## config.mk

```make
export PLATFORM = sky130hd
export DESIGN_NAME = rv32_core
export DESIGN_NICKNAME = d
export VERILOG_FILES = /design/src/hdl/core_cfg_pkg.sv /design/src/hdl/riscv_isa_pkg.sv /design/src/hdl/fetch_unit.sv /design/src/hdl/register_file.sv /design/src/hdl/alu_unit.sv /design/src/hdl/branch_unit.sv /design/src/hdl/load_store_unit.sv /design/src/hdl/decode_and_issue.sv /design/src/hdl/rv32_core.sv
export SDC_FILE = /design/constraint.sdc
export NUM_CORES = 2
export LEC_CHECK = 0
export ABC_AREA = 1
export BUFFER_PORTS_ARGS = -buffer_cell sky130_fd_sc_hd__clkbuf_2
export CORE_MARGIN = 2
export CORE_UTILIZATION = 40
export DETAILED_ROUTE_END_ITERATION = 8
export SKIP_LAST_GASP = 1
export SLEW_MARGIN = 20
export SYNTH_ARGS = -nofsm -noshare
export SYNTH_HDL_FRONTEND = slang
export SYNTH_SLANG_ARGS = --single-unit
export TNS_END_PERCENT = 10
```

## constraint.sdc

```tcl
create_clock -name clk -period 13.8 [get_ports clk]
set_clock_uncertainty 0.05 [all_clocks]
set_input_delay 2.76 -clock clk [delete_from_list [all_inputs] [get_ports clk]]
set_output_delay 2.76 -clock clk [all_outputs]
set_load 0.02 [all_outputs]
```

## src/hdl/core_cfg_pkg.sv

```systemverilog
package core_cfg_pkg;

    //////////////////////////////////////////////////////////////////////
    // Datapath widths
    localparam int XLEN = 32;
    typedef logic [XLEN-1:0] xlen_t;

    localparam int REG_ADDR_W = 5;
    typedef logic [REG_ADDR_W-1:0] reg_addr_t;

    // First fetch address out of reset
    localparam xlen_t RESET_PC = '0;

    //////////////////////////////////////////////////////////////////////
    // Execution unit controls
    typedef enum logic [2:0] {
        ALU_ADD,
        ALU_SUB,
        ALU_AND,
        ALU_OR,
        ALU_XOR,
        ALU_SLT
    } alu_op_t;

    // Which unit supplies the writeback value
    typedef enum logic [1:0] {
        UNIT_ALU,
        UNIT_LOAD,
        UNIT_LINK,
        UNIT_NONE
    } unit_sel_t;

endpackage

```

## src/hdl/riscv_isa_pkg.sv

```systemverilog
package riscv_isa_pkg;

    //////////////////////////////////////////////////////////////////////
    // Major opcodes kept by this core
    typedef enum logic [6:0] {
        OPC_OP     = 7'b0110011,
        OPC_OP_IMM = 7'b0010011,
        OPC_LOAD   = 7'b0000011,
        OPC_STORE  = 7'b0100011,
        OPC_BRANCH = 7'b1100011,
        OPC_JAL    = 7'b1101111
    } opcode_t;

    // funct3 codes
    localparam logic [2:0] F3_ADD_SUB = 3'b000;
    localparam logic [2:0] F3_SLT     = 3'b010;
    localparam logic [2:0] F3_XOR     = 3'b100;
    localparam logic [2:0] F3_OR      = 3'b110;
    localparam logic [2:0] F3_AND     = 3'b111;
    localparam logic [2:0] F3_BEQ     = 3'b000;
    localparam logic [2:0] F3_BNE     = 3'b001;
    // Word width for LW and SW
    localparam logic [2:0] F3_WORD    = 3'b010;

    // funct7 that turns ADD into SUB
    localparam logic [6:0] F7_SUB = 7'b0100000;

    //////////////////////////////////////////////////////////////////////
    // Instruction formats, most significant field first
    typedef struct packed {
        logic [6:0] funct7;
        logic [4:0] rs2;
        logic [4:0] rs1;
        logic [2:0] funct3;
        logic [4:0] rd;
        opcode_t    opcode;
    } r_type_t;

    typedef struct packed {
        logic [11:0] imm;
        logic [4:0]  rs1;
        logic [2:0]  funct3;
        logic [4:0]  rd;
        opcode_t     opcode;
    } i_type_t;

    typedef struct packed {
        logic [6:0] imm_11_5;
        logic [4:0] rs2;
        logic [4:0] rs1;
        logic [2:0] funct3;
        logic [4:0] imm_4_0;
        opcode_t    opcode;
    } s_type_t;

    typedef struct packed {
        logic       imm_12;
        logic [5:0] imm_10_5;
        logic [4:0] rs2;
        logic [4:0] rs1;
        logic [2:0] funct3;
        logic [3:0] imm_4_1;
        logic       imm_11;
        opcode_t    opcode;
    } b_type_t;

    typedef struct packed {
        logic       imm_20;
        logic [9:0] imm_10_1;
        logic       imm_11;
        logic [7:0] imm_19_12;
        logic [4:0] rd;
        opcode_t    opcode;
    } j_type_t;

    // One fetched word, read through whichever format the opcode calls for
    typedef union packed {
        r_type_t r;
        i_type_t i;
        s_type_t s;
        b_type_t b;
        j_type_t j;
    } instr_u;

endpackage

```

## src/hdl/fetch_unit.sv

```systemverilog
`timescale 1ns/1ps

module fetch_unit (
    input  logic                clk,
    input  logic                rst_n,
    input  logic                fetch_req,
    input  logic                redirect,
    input  core_cfg_pkg::xlen_t target,
    output core_cfg_pkg::xlen_t pc,
    output logic                instr_en,
    output core_cfg_pkg::xlen_t instr_addr
);

    // Set while the fetched word is being executed
    logic in_execute;

    always_ff @(posedge clk) begin
        if (!rst_n) begin
            pc         <= core_cfg_pkg::RESET_PC;
            in_execute <= 1'b0;
        end else begin
            in_execute <= fetch_req;
            // PC moves on as the instruction leaves EXECUTE
            if (in_execute) begin
                pc <= redirect ? target : pc + 32'd4;
            end
        end
    end

    assign instr_en   = fetch_req;
    assign instr_addr = pc;

endmodule

```

## src/hdl/register_file.sv

```systemverilog
`timescale 1ns/1ps

module register_file (
    input  logic                    clk,
    input  core_cfg_pkg::reg_addr_t rs1_addr,
    input  core_cfg_pkg::reg_addr_t rs2_addr,
    output core_cfg_pkg::xlen_t     rs1_data,
    output core_cfg_pkg::xlen_t     rs2_data,
    input  core_cfg_pkg::reg_addr_t rd_addr,
    input  logic                    rd_we,
    input  core_cfg_pkg::xlen_t     rd_data
);

    // x1 to x31, x0 has no storage
    core_cfg_pkg::xlen_t regs [1:31];

    always_ff @(posedge clk) begin
        if (rd_we && rd_addr != '0) begin
            regs[rd_addr] <= rd_data;
        end
    end

    // Asynchronous reads
    assign rs1_data = (rs1_addr == '0) ? '0 : regs[rs1_addr];
    assign rs2_data = (rs2_addr == '0) ? '0 : regs[rs2_addr];

endmodule

```

## src/hdl/alu_unit.sv

```systemverilog
`timescale 1ns/1ps

module alu_unit (
    input  core_cfg_pkg::alu_op_t alu_op,
    input  core_cfg_pkg::xlen_t   rs1_data,
    input  core_cfg_pkg::xlen_t   rs2_data,
    input  logic                  use_imm,
    input  core_cfg_pkg::xlen_t   imm,
    output core_cfg_pkg::xlen_t   alu_result
);

    core_cfg_pkg::xlen_t operand_b;
    logic                less_than;

    // ADDI takes the immediate in place of rs2
    assign operand_b = use_imm ? imm : rs2_data;

    assign less_than = $signed(rs1_data) < $signed(operand_b);

    always_comb begin
        case (alu_op)
            core_cfg_pkg::ALU_ADD: alu_result = rs1_data + operand_b;
            core_cfg_pkg::ALU_SUB: alu_result = rs1_data - operand_b;
            core_cfg_pkg::ALU_AND: alu_result = rs1_data & operand_b;
            core_cfg_pkg::ALU_OR:  alu_result = rs1_data | operand_b;
            core_cfg_pkg::ALU_XOR: alu_result = rs1_data ^ operand_b;
            core_cfg_pkg::ALU_SLT:
                alu_result = {{(core_cfg_pkg::XLEN-1){1'b0}}, less_than};
            default:               alu_result = '0;
        endcase
    end

endmodule

```

## src/hdl/branch_unit.sv

```systemverilog
`timescale 1ns/1ps

module branch_unit (
    input  riscv_isa_pkg::instr_u instr,
    input  core_cfg_pkg::xlen_t   pc,
    input  core_cfg_pkg::xlen_t   rs1_data,
    input  core_cfg_pkg::xlen_t   rs2_data,
    input  core_cfg_pkg::xlen_t   imm,
    input  logic                  is_jump,
    output logic                  branch_taken,
    output core_cfg_pkg::xlen_t   target,
    output core_cfg_pkg::xlen_t   link_value
);

    logic equal;
    logic cond_met;

    assign equal = (rs1_data == rs2_data);

    // Only BEQ and BNE, other compares never take
    always_comb begin
        case (instr.b.funct3)
            riscv_isa_pkg::F3_BEQ: cond_met = equal;
            riscv_isa_pkg::F3_BNE: cond_met = !equal;
            default:               cond_met = 1'b0;
        endcase
    end

    assign branch_taken = is_jump | cond_met;
    assign target       = pc + imm;
    assign link_value   = pc + 32'd4;

endmodule

```

## src/hdl/load_store_unit.sv

```systemverilog
`timescale 1ns/1ps

module load_store_unit (
    input  logic                clk,
    input  logic                rst_n,
    input  logic                mem_req,
    input  logic                mem_write,
    input  core_cfg_pkg::xlen_t rs1_data,
    input  core_cfg_pkg::xlen_t rs2_data,
    input  core_cfg_pkg::xlen_t imm,
    output logic                data_en,
    output logic                data_we,
    output core_cfg_pkg::xlen_t data_addr,
    output core_cfg_pkg::xlen_t data_wdata,
    input  core_cfg_pkg::xlen_t data_rdata,
    output core_cfg_pkg::xlen_t load_data
);

    core_cfg_pkg::xlen_t eff_addr;
    core_cfg_pkg::xlen_t load_hold;
    logic                read_pending;

    // Low address bits dropped for word access
    assign eff_addr   = rs1_data + imm;
    assign data_addr  = {eff_addr[31:2], 2'b00};
    assign data_en    = mem_req;
    assign data_we    = mem_write;
    assign data_wdata = rs2_data;

    always_ff @(posedge clk) begin
        if (!rst_n) begin
            read_pending <= 1'b0;
        end else begin
            read_pending <= mem_req & ~mem_write;
        end
    end

    // Capture the returned word so it stays put after LOAD_WAIT
    always_ff @(posedge clk) begin
        if (read_pending) begin
            load_hold <= data_rdata;
        end
    end

    assign load_data = read_pending ? data_rdata : load_hold;

endmodule

```

## src/hdl/decode_and_issue.sv

```systemverilog
`timescale 1ns/1ps

module decode_and_issue (
    input  logic                      clk,
    input  logic                      rst_n,
    input  riscv_isa_pkg::instr_u     instr,
    input  core_cfg_pkg::xlen_t       alu_result,
    input  core_cfg_pkg::xlen_t       link_value,
    input  core_cfg_pkg::xlen_t       load_data,
    input  logic                      branch_taken,
    output logic                      fetch_req,
    output logic                      redirect,
    output logic                      mem_req,
    output logic                      mem_write,
    output core_cfg_pkg::reg_addr_t   rs1_addr,
    output core_cfg_pkg::reg_addr_t   rs2_addr,
    output core_cfg_pkg::reg_addr_t   rd_addr,
    output logic                      rd_we,
    output core_cfg_pkg::xlen_t       rd_data,
    output core_cfg_pkg::alu_op_t     alu_op,
    output logic                      use_imm,
    output core_cfg_pkg::xlen_t       imm,
    output logic                      is_jump
);

    typedef enum logic [1:0] {S_FETCH, S_EXECUTE, S_LOAD_WAIT} state_t;

    state_t                  state;
    state_t                  next_state;
    core_cfg_pkg::reg_addr_t load_rd;
    core_cfg_pkg::unit_sel_t unit_sel;
    core_cfg_pkg::unit_sel_t wb_sel;
    logic                    is_load;
    logic                    is_store;
    logic                    is_branch;
    logic                    in_exec;

    //////////////////////////////////////////////////////////////////////
    // Sequencer
    // Reset returns to FETCH so the first fetch follows reset release
    always_ff @(posedge clk) begin
        if (!rst_n) begin
            state   <= S_FETCH;
            load_rd <= '0;
        end else begin
            state <= next_state;
            if (in_exec) begin
                load_rd <= instr.r.rd;
            end
        end
    end

    always_comb begin
        case (state)
            S_FETCH:   next_state = S_EXECUTE;
            S_EXECUTE: next_state = is_load ? S_LOAD_WAIT : S_FETCH;
            default:   next_state = S_FETCH;
        endcase
    end

    assign in_exec   = (state == S_EXECUTE);
    // No fetch request while reset is held
    assign fetch_req = rst_n && (state == S_FETCH);

    //////////////////////////////////////////////////////////////////////
    // Instruction decode
    always_comb begin
        imm       = {{20{instr.i.imm[11]}}, instr.i.imm};
        use_imm   = 1'b0;
        alu_op    = core_cfg_pkg::ALU_ADD;
        unit_sel  = core_cfg_pkg::UNIT_NONE;
        is_load   = 1'b0;
        is_store  = 1'b0;
        is_branch = 1'b0;
        is_jump   = 1'b0;
        case (instr.r.opcode)
            riscv_isa_pkg::OPC_OP: begin
                unit_sel = core_cfg_pkg::UNIT_ALU;
                case (instr.r.funct3)
                    riscv_isa_pkg::F3_ADD_SUB:
                        alu_op = (instr.r.funct7 == riscv_isa_pkg::F7_SUB) ?
                                 core_cfg_pkg::ALU_SUB : core_cfg_pkg::ALU_ADD;
                    riscv_isa_pkg::F3_SLT: alu_op = core_cfg_pkg::ALU_SLT;
                    riscv_isa_pkg::F3_XOR: alu_op = core_cfg_pkg::ALU_XOR;
                    riscv_isa_pkg::F3_OR:  alu_op = core_cfg_pkg::ALU_OR;
                    riscv_isa_pkg::F3_AND: alu_op = core_cfg_pkg::ALU_AND;
                    // Shifts and SLTU retire as no-ops
                    default: unit_sel = core_cfg_pkg::UNIT_NONE;
                endcase
            end
            riscv_isa_pkg::OPC_OP_IMM: begin
                use_imm = 1'b1;
                if (instr.i.funct3 == riscv_isa_pkg::F3_ADD_SUB) begin
                    unit_sel = core_cfg_pkg::UNIT_ALU;
                end
            end
            riscv_isa_pkg::OPC_LOAD: begin
                is_load = (instr.i.funct3 == riscv_isa_pkg::F3_WORD);
            end
            riscv_isa_pkg::OPC_STORE: begin
                imm      = {{20{instr.s.imm_11_5[6]}}, instr.s.imm_11_5, instr.s.imm_4_0};
                is_store = (instr.s.funct3 == riscv_isa_pkg::F3_WORD);
            end
            riscv_isa_pkg::OPC_BRANCH: begin
                imm       = {{19{instr.b.imm_12}}, instr.b.imm_12, instr.b.imm_11,
                             instr.b.imm_10_5, instr.b.imm_4_1, 1'b0};
                is_branch = 1'b1;
            end
            riscv_isa_pkg::OPC_JAL: begin
                imm      = {{11{instr.j.imm_20}}, instr.j.imm_20, instr.j.imm_19_12,
                            instr.j.imm_11, instr.j.imm_10_1, 1'b0};
                unit_sel = core_cfg_pkg::UNIT_LINK;
                is_jump  = 1'b1;
            end
            default: ;
        endcase
    end

    assign rs1_addr = instr.r.rs1;
    assign rs2_addr = instr.r.rs2;

    // Memory and control flow requests only in EXECUTE
    assign mem_req   = in_exec & (is_load | is_store);
    assign mem_write = in_exec & is_store;
    assign redirect  = in_exec & (is_jump | (is_branch & branch_taken));

    //////////////////////////////////////////////////////////////////////
    // Writeback
    assign wb_sel  = (state == S_LOAD_WAIT) ? core_cfg_pkg::UNIT_LOAD : unit_sel;
    assign rd_addr = (state == S_LOAD_WAIT) ? load_rd : instr.r.rd;

    always_comb begin
        case (wb_sel)
            core_cfg_pkg::UNIT_ALU:  rd_data = alu_result;
            core_cfg_pkg::UNIT_LOAD: rd_data = load_data;
            core_cfg_pkg::UNIT_LINK: rd_data = link_value;
            default:                 rd_data = '0;
        endcase
    end

    // x0 is never written
    assign rd_we = ((in_exec && (unit_sel == core_cfg_pkg::UNIT_ALU ||
                                 unit_sel == core_cfg_pkg::UNIT_LINK)) ||
                    state == S_LOAD_WAIT) && (rd_addr != '0);

endmodule

```

## src/hdl/rv32_core.sv

```systemverilog
`timescale 1ns/1ps

module rv32_core (
    input  logic                clk,
    input  logic                rst_n,
    output logic                instr_en,
    output core_cfg_pkg::xlen_t instr_addr,
    input  core_cfg_pkg::xlen_t instr_data,
    output logic                data_en,
    output logic                data_we,
    output core_cfg_pkg::xlen_t data_addr,
    output core_cfg_pkg::xlen_t data_wdata,
    input  core_cfg_pkg::xlen_t data_rdata
);

    //////////////////////////////////////////////////////////////////////
    // Connecting signals
    logic                    fetch_req;
    logic                    redirect;
    logic                    mem_req;
    logic                    mem_write;
    core_cfg_pkg::reg_addr_t rs1_addr;
    core_cfg_pkg::reg_addr_t rs2_addr;
    core_cfg_pkg::reg_addr_t rd_addr;
    logic                    rd_we;
    core_cfg_pkg::xlen_t     rd_data;
    core_cfg_pkg::xlen_t     rs1_data;
    core_cfg_pkg::xlen_t     rs2_data;
    core_cfg_pkg::alu_op_t   alu_op;
    logic                    use_imm;
    core_cfg_pkg::xlen_t     imm;
    logic                    is_jump;
    core_cfg_pkg::xlen_t     alu_result;
    core_cfg_pkg::xlen_t     link_value;
    core_cfg_pkg::xlen_t     load_data;
    logic                    branch_taken;
    core_cfg_pkg::xlen_t     target;
    core_cfg_pkg::xlen_t     pc;

    //////////////////////////////////////////////////////////////////////
    // Decode and issue
    decode_and_issue decode_and_issue_block (
        .clk          (clk),
        .rst_n        (rst_n),
        .instr        (instr_data),
        .alu_result   (alu_result),
        .link_value   (link_value),
        .load_data    (load_data),
        .branch_taken (branch_taken),
        .fetch_req    (fetch_req),
        .redirect     (redirect),
        .mem_req      (mem_req),
        .mem_write    (mem_write),
        .rs1_addr     (rs1_addr),
        .rs2_addr     (rs2_addr),
        .rd_addr      (rd_addr),
        .rd_we        (rd_we),
        .rd_data      (rd_data),
        .alu_op       (alu_op),
        .use_imm      (use_imm),
        .imm          (imm),
        .is_jump      (is_jump)
    );

    fetch_unit fetch_block (
        .clk        (clk),
        .rst_n      (rst_n),
        .fetch_req  (fetch_req),
        .redirect   (redirect),
        .target     (target),
        .pc         (pc),
        .instr_en   (instr_en),
        .instr_addr (instr_addr)
    );

    register_file register_file_block (
        .clk      (clk),
        .rs1_addr (rs1_addr),
        .rs2_addr (rs2_addr),
        .rs1_data (rs1_data),
        .rs2_data (rs2_data),
        .rd_addr  (rd_addr),
        .rd_we    (rd_we),
        .rd_data  (rd_data)
    );

    //////////////////////////////////////////////////////////////////////
    // Execution units
    alu_unit alu_unit_block (
        .alu_op     (alu_op),
        .rs1_data   (rs1_data),
        .rs2_data   (rs2_data),
        .use_imm    (use_imm),
        .imm        (imm),
        .alu_result (alu_result)
    );

    branch_unit branch_unit_block (
        .instr        (instr_data),
        .pc           (pc),
        .rs1_data     (rs1_data),
        .rs2_data     (rs2_data),
        .imm          (imm),
        .is_jump      (is_jump),
        .branch_taken (branch_taken),
        .target       (target),
        .link_value   (link_value)
    );

    load_store_unit load_store_unit_block (
        .clk        (clk),
        .rst_n      (rst_n),
        .mem_req    (mem_req),
        .mem_write  (mem_write),
        .rs1_data   (rs1_data),
        .rs2_data   (rs2_data),
        .imm        (imm),
        .data_en    (data_en),
        .data_we    (data_we),
        .data_addr  (data_addr),
        .data_wdata (data_wdata),
        .data_rdata (data_rdata),
        .load_data  (load_data)
    );

endmodule

```

* Word level (Yosys, flattened, before mapping) *
Memories as Yosys holds them, arrays and structs flattened.
Index checks and enable logic that the tools add are counted.

word-level totals
  memory bits (writable) = 992
  word-level logic and storage cells = 90
  memories = 1
  output and inout bits = 99
  bits in registers = 73

operators by class
  bitwise gates (word level) = 12
  reduce and logical (&&, ||, !) cells = 16
  order comparisons = 1
  equality and inequality tests = 23
  multiplexer cells = 26
  add/sub/neg operators = 5

memory list
  memory                    words  bits a word  rd ports  clocked after Yosys merged registers in  write ports  RTL line             RTL
  register_file_block.regs  31     32           2         0                                        1            register_file.sv:15  core_cfg_pkg::xlen_t regs [1:31];

operators by type and width
  operator                                                         count
  32-bit one-hot mux with 6 select lines                           1
  32-bit two-way mux                                               5
  32-bit adder                                                     3
  32-bit one-hot mux with 3 select lines                           1
  20-bit one-hot mux with 3 select lines                           1
  32-bit by 3-bit adder with 32-bit output, second input constant  1
  32-bit bitwise AND                                               1
  32-bit == test                                                   1
  32-bit < comparator                                              1
  32-bit OR                                                        1
  32-bit subtractor                                                1
  32-bit XOR                                                       1
  7-bit by 6-bit == test with 1-bit output, second input constant  3
  3-bit == test, second input constant                             5
  3-bit one-hot mux with 5 select lines                            1
  7-bit == test, second input constant                             2
  5-bit zero test                                                  2
  3-bit by 2-bit == test with 1-bit output, second input constant  3
  1-bit two-way mux                                                8
  2-bit two-way mux                                                4
  7-bit by 2-bit == test with 1-bit output, second input constant  1
  7-bit by 5-bit == test with 1-bit output, second input constant  1
  2-bit == test, second input constant                             3
  3-bit by 1-bit == test with 1-bit output, second input constant  2
  other kinds (16)                                                 30

* Longest topological paths before layout *
  word-level depth = 12
  depth in mapped cells = 41

* By module *
Synthesis repeated with hierarchy kept, for this count alone.

unflattened totals
  cells, all modules = 9414
  area, all modules = 69051.2 µm²

by module, submodules not included
  module            cells an instance  seq. area each (µm²)  instances  area each (µm²)
  register_file     6042               29788.6               1          50802.5
  alu_unit          1376               0.0                   1          6810.3
  load_store_unit   622                660.6                 1          3718.6
  branch_unit       665                0.0                   1          3435.8
  fetch_unit        396                660.6                 1          2539.9
  decode_and_issue  313                140.1                 1          1744.2

* Worst setup path before layout *
OpenSTA, ideal clock, no wires.

  path kind = input to output
  start point = in instr_data[15]
  end point = out data_addr[29]
  stages = 22
  path buffers = 4
  data arrival time = 5.541 ns
  slack = 5.449 ns
  cell sequence = buf_6 > buf_6 > buf_4 > buf_2 > nand2_1 > o211ai_1 > nand3_1 > nand3_1 > nand3_1 > nand2_1 > nor2_1 > ha_1 > inv_1 > o21ai_2 > a21o_1 > nand2_1 > o21ai_2 > inv_1 > o21ai_1 > nand2_1 > nand2_1 > xor2_1

between the ends
  word-level cells in the longest chain between the ends = 3

ends and longest elaborated chain
  what                                                          RTL line               RTL
  from (decl)                                                   rv32_core.sv:8         input core_cfg_pkg::xlen_t instr_data,
  memory 31 x 32 bit / 5-bit zero test (equally long branches)  --
  32-bit two-way mux                                            register_file.sv:24    assign rs1_data = (rs1_addr == '0) ? '0 : regs[rs1_addr];
  32-bit adder (*)                                              load_store_unit.sv:24  assign eff_addr = rs1_data + imm;
  to (decl)                                                     rv32_core.sv:11        output core_cfg_pkg::xlen_t data_addr,

Every way passes the cells marked *; elsewhere a longest branch is shown, timed or not.

* Final worst setup path *
  start point = in instr_data[16]
  end point = out data_addr[20]

Same word-level chain as after synthesis.

==> impl_metrics.yaml <==
logic_synthesis:
  netlist_area_mm2: 0.06606
  synth_top_family_by_area: "simple AND/OR/NAND/NOR gates"
  synth_edf_count: 992
  synth_mux_area_share_pct: 0.5455
  ys.flop_type: "edfxtp_1"
  async_flop_share_pct: 0
  synthTopCellsByArea: "edfxtp_1 (45%), nand2_1 (16%), nand3_1 (8.4%), inv_1 (6.2%), ha_1 (3.0%)"
  ys_warn_count: 0
  ys_seq_area_share_pct: 47.31
  synth_xor_area_share_pct: 1.273
  yosys.area_share.adder_pct: 3.103
  synth_simple_gate_area_share_pct: 27.57
  synth_cell_type_count: 55
  synthCells: 8486
  synth_common_cells: "nand2_1 (2761), nand3_1 (1110), inv_1 (1099), edfxtp_1 (992), nor2_1 (443)"
  avgSynthCellArea_um2: 7.784
  synth.most_common_cell: "nand2_1"
  yosys_register_bits: 1065
  synth_top_area_cell: "edfxtp_1"
  yosysTopAreaCellShare_pct: 45.10
  synth-compound-area-share_pct: 9.787
cells_and_area:
  fill_cells: 16200
  area_growth_pct: 9.753
  final_area_mm2: 0.07250
  multi_input_area_mm2: 0.02823
  ff_latch_area_mm2: 0.03125
  finalNonFillerCells: 10730
  drive_above_1_share_pct: 7.526
  nets: 8668
clock_tree:
  cts_root_buf: "clkbuf_16"
  clk_path_buf_depth: 3
  cts_buffers: 117
  cts-hold-fix-buffers: 0
  clk_latency_ps: 780
  clkTransAtPathRegs_ps: 60
  htreeDepth: 3
  postCtsSetupRepairBufs: 0
  tritoncts: "done"
  cts_resized: 0
  cts.sinks: 1065
critical_path:
  arrival_ps: 8120
  path_common_cell: "nand2_1"
  worstSetupPathType: "primary input to primary output"
  crit_slowest_cell: "buf_4"
  worst_ep_required_time_ps: 10990
  crit_chain: "clkbuf_8 > buf_4 > buf_4 > o21ai_0 > o21ai_0 > nand2_1 > nand2_1 > nand2_1 > nand3_1 > inv_2 > nor2_1 > ha_1 > a21oi_1 > o21ai_0 > a21oi_1 > o21ai_1 > a21o_1 > nand2_1 > nand2_1 > xor2_1 > clkbuf_2"
  critPathMaxFanout: 57
  r2r_cells: 28
  cp-start-kind: "primary input"
  max_stage_delay_ps: 800
  critPathCaptureType: "primary output"
global_routing:
  grt_usage_pct: 30.68
  antenna_found_initial: 3
  grt_max_degree: 194
  grt_overflow: 0
  grt_pass1_vias: 56930
  grt_first_pass_wirelength_mm: 383.4
power_and_ir_drop:
  peakVddDrop_uv: 108.4
  p_total_mw: 8.228
  p_leak_nw: 32.16
  power_density_mw_per_mm2: 113.5
timing:
  final.min_clock_period_ps: 10930
  post-route-period-util_pct: 79.21
  rsz0062_at_grt: "no"
  setup_viol: 0
  setup_ws_ps: 2869
  tightest_slew_ps: 1204
  drv_slew: 0
  hold_viol: 0
  relSlewSlack_pct: 19.72
  setup_tns_ps: 0
  fmax_mhz: 91.48
detailed_routing:
  drtIter0Drc: 8057
  drt_wl_total_mm: 265.5
  post-route-drc-count: 0
  wl_per_cell_um: 24.73
  dr_total_vias: 61330
  drt_first_pass_iters: 8
  drtAntennaViolNets: 0
  viasPerCell: 5.714
placement:
  port_buffers: 162
  dp.cells: 10510
  place_congestion: 0.9961
  placed_area_mm2: 0.06862
  place_hpwl_mm: 169.2
  dp_slack_ps: 3144
floorplan:
  num_rows: 149
  dieArea_mm2: 0.1684
  io_pins: 165
  die_w_um: 410.4
  initial_utilization_pct: 40.17
  fp.dieH_um: 410.4
  core-area_mm2: 0.1644
run_status:
  status: "complete, no violations"
flow_run:
  cap_violations: 0
min_path:
  whs_path_depth: 1
  hold_path.class: "flop to flop"
## through the flow
stage | util [%] | hold slack [ps]
floorplan | - | 395.5
global placement | 41.73 | 409.2
detailed placement | 41.73 | 411.2
CTS | 44.08 | 426.0
global route | 44.09 | 435.5
finish | 44.09 | 423.3
## state kept, by name, summed over array words and instances (netlist names)
| signal | flops |
|---|---|
| register_file_block.regs | 992 |
| fetch_block.instr_addr | 32 |
| load_store_unit_block.load_hold | 32 |
| decode_and_issue_block.load_rd | 5 |
| decode_and_issue_block.state | 2 |
| fetch_block.in_execute | 1 |
| load_store_unit_block.read_pending | 1 |
## metal layers
metal	vias to the layer above	track usage [%]	wire length (µm)
met4	4	15.87	15240
met5	-	0	34
met2	3575	47.26	116500
met1	29160	41.71	106800
li1	27840	-	-
met3	750	4.716	26910
## cells by family (layout without fill, tap and decap cells)
kind of cell / after synthesis / after routing
multiplexers: 32 / 32
flip-flops: 1065 / 1065
other: 1 / 3
XOR/XNOR: 96 / 96
AND/OR/NAND/NOR: 4415 / 4415
adder cells (fa/ha/maj): 162 / 162
AO/OA/AOI/OAI: 1097 / 1097
buffers and inverters: 1618 / 1675
## path summary, 6_finish.rpt
check	startpoint	endpoint	slack (ps)
worst max-delay path	instr_data[16]	data_addr[20]	2870
worst min-delay path	load_store_unit_block.load_hold[9]$_DFF_P_	load_store_unit_block.load_hold[9]$_DFF_P_	420
worst max register to register	register_file_block.regs[23][9]$_DFFE_PP_	register_file_block.regs[10][0]$_DFFE_PP_	7570
worst min register to register	load_store_unit_block.load_hold[9]$_DFF_P_	load_store_unit_block.load_hold[9]$_DFF_P_	420
## critical path: cells and delay by family
family	cells	cell delay (ps)
AND/OR/NAND/NOR	7	1130
buffers and inverters	5	2060
XOR/XNOR	1	170
adder cells (fa/ha/maj)	1	430
AO/OA/AOI/OAI	7	1470
## cell type report
class | count | area share, %
antenna | 1 | 0.003452
clock buffer | 144 | 4.327
clock inverter | 79 | 1.010
inverter | 1138 | 5.937
multi-input combinational | 5804 | 38.94
sequential | 1065 | 43.10
tap | 2189 | 3.778
timing repair buffer | 314 | 2.903
## where the power goes
group / switching, mW / internal (mW)
combinational: 1.12 / 0.421
sequential: 0.00487 / 3.49
clock: 1.41 / 1.77
total: 2.54 / 5.69
## cell usage in the layout, fill, tap and decap left out, types with 12 or more instances in the layout
| master | Yosys | layout |
|---|---|---|
| inv_2 | 31 | 28 |
| xor2_1 | 69 | 69 |
| clkbuf_16 | 0 | 120 |
| buf_4 | 56 | 145 |
| nor3_1 | 37 | 37 |
| or2_2 | 12 | 12 |
| a31oi_1 | 21 | 21 |
| inv_1 | 1099 | 1098 |
| o21ai_1 | 123 | 123 |
| a21oi_1 | 279 | 279 |
| o21ai_0 | 311 | 311 |
| nor2_1 | 443 | 409 |
| clkbuf_2 | 0 | 158 |
| o221ai_1 | 21 | 19 |
| mux2_2 | 32 | 32 |
| clkinv_2 | 0 | 28 |
| nand4_1 | 23 | 23 |
| o211ai_1 | 237 | 237 |
| nand3_1 | 1110 | 1107 |
| ha_1 | 159 | 159 |
| o22ai_1 | 21 | 21 |
| clkbuf_1 | 112 | 17 |
| nand2_1 | 2761 | 2760 |
| clkinv_1 | 5 | 31 |
| dfxtp_1 | 73 | 73 |
| xnor2_1 | 27 | 27 |
| nor2_4 | 4 | 38 |
| edfxtp_1 | 992 | 992 |
No activity file was read; power rests on OpenSTA's default activity.
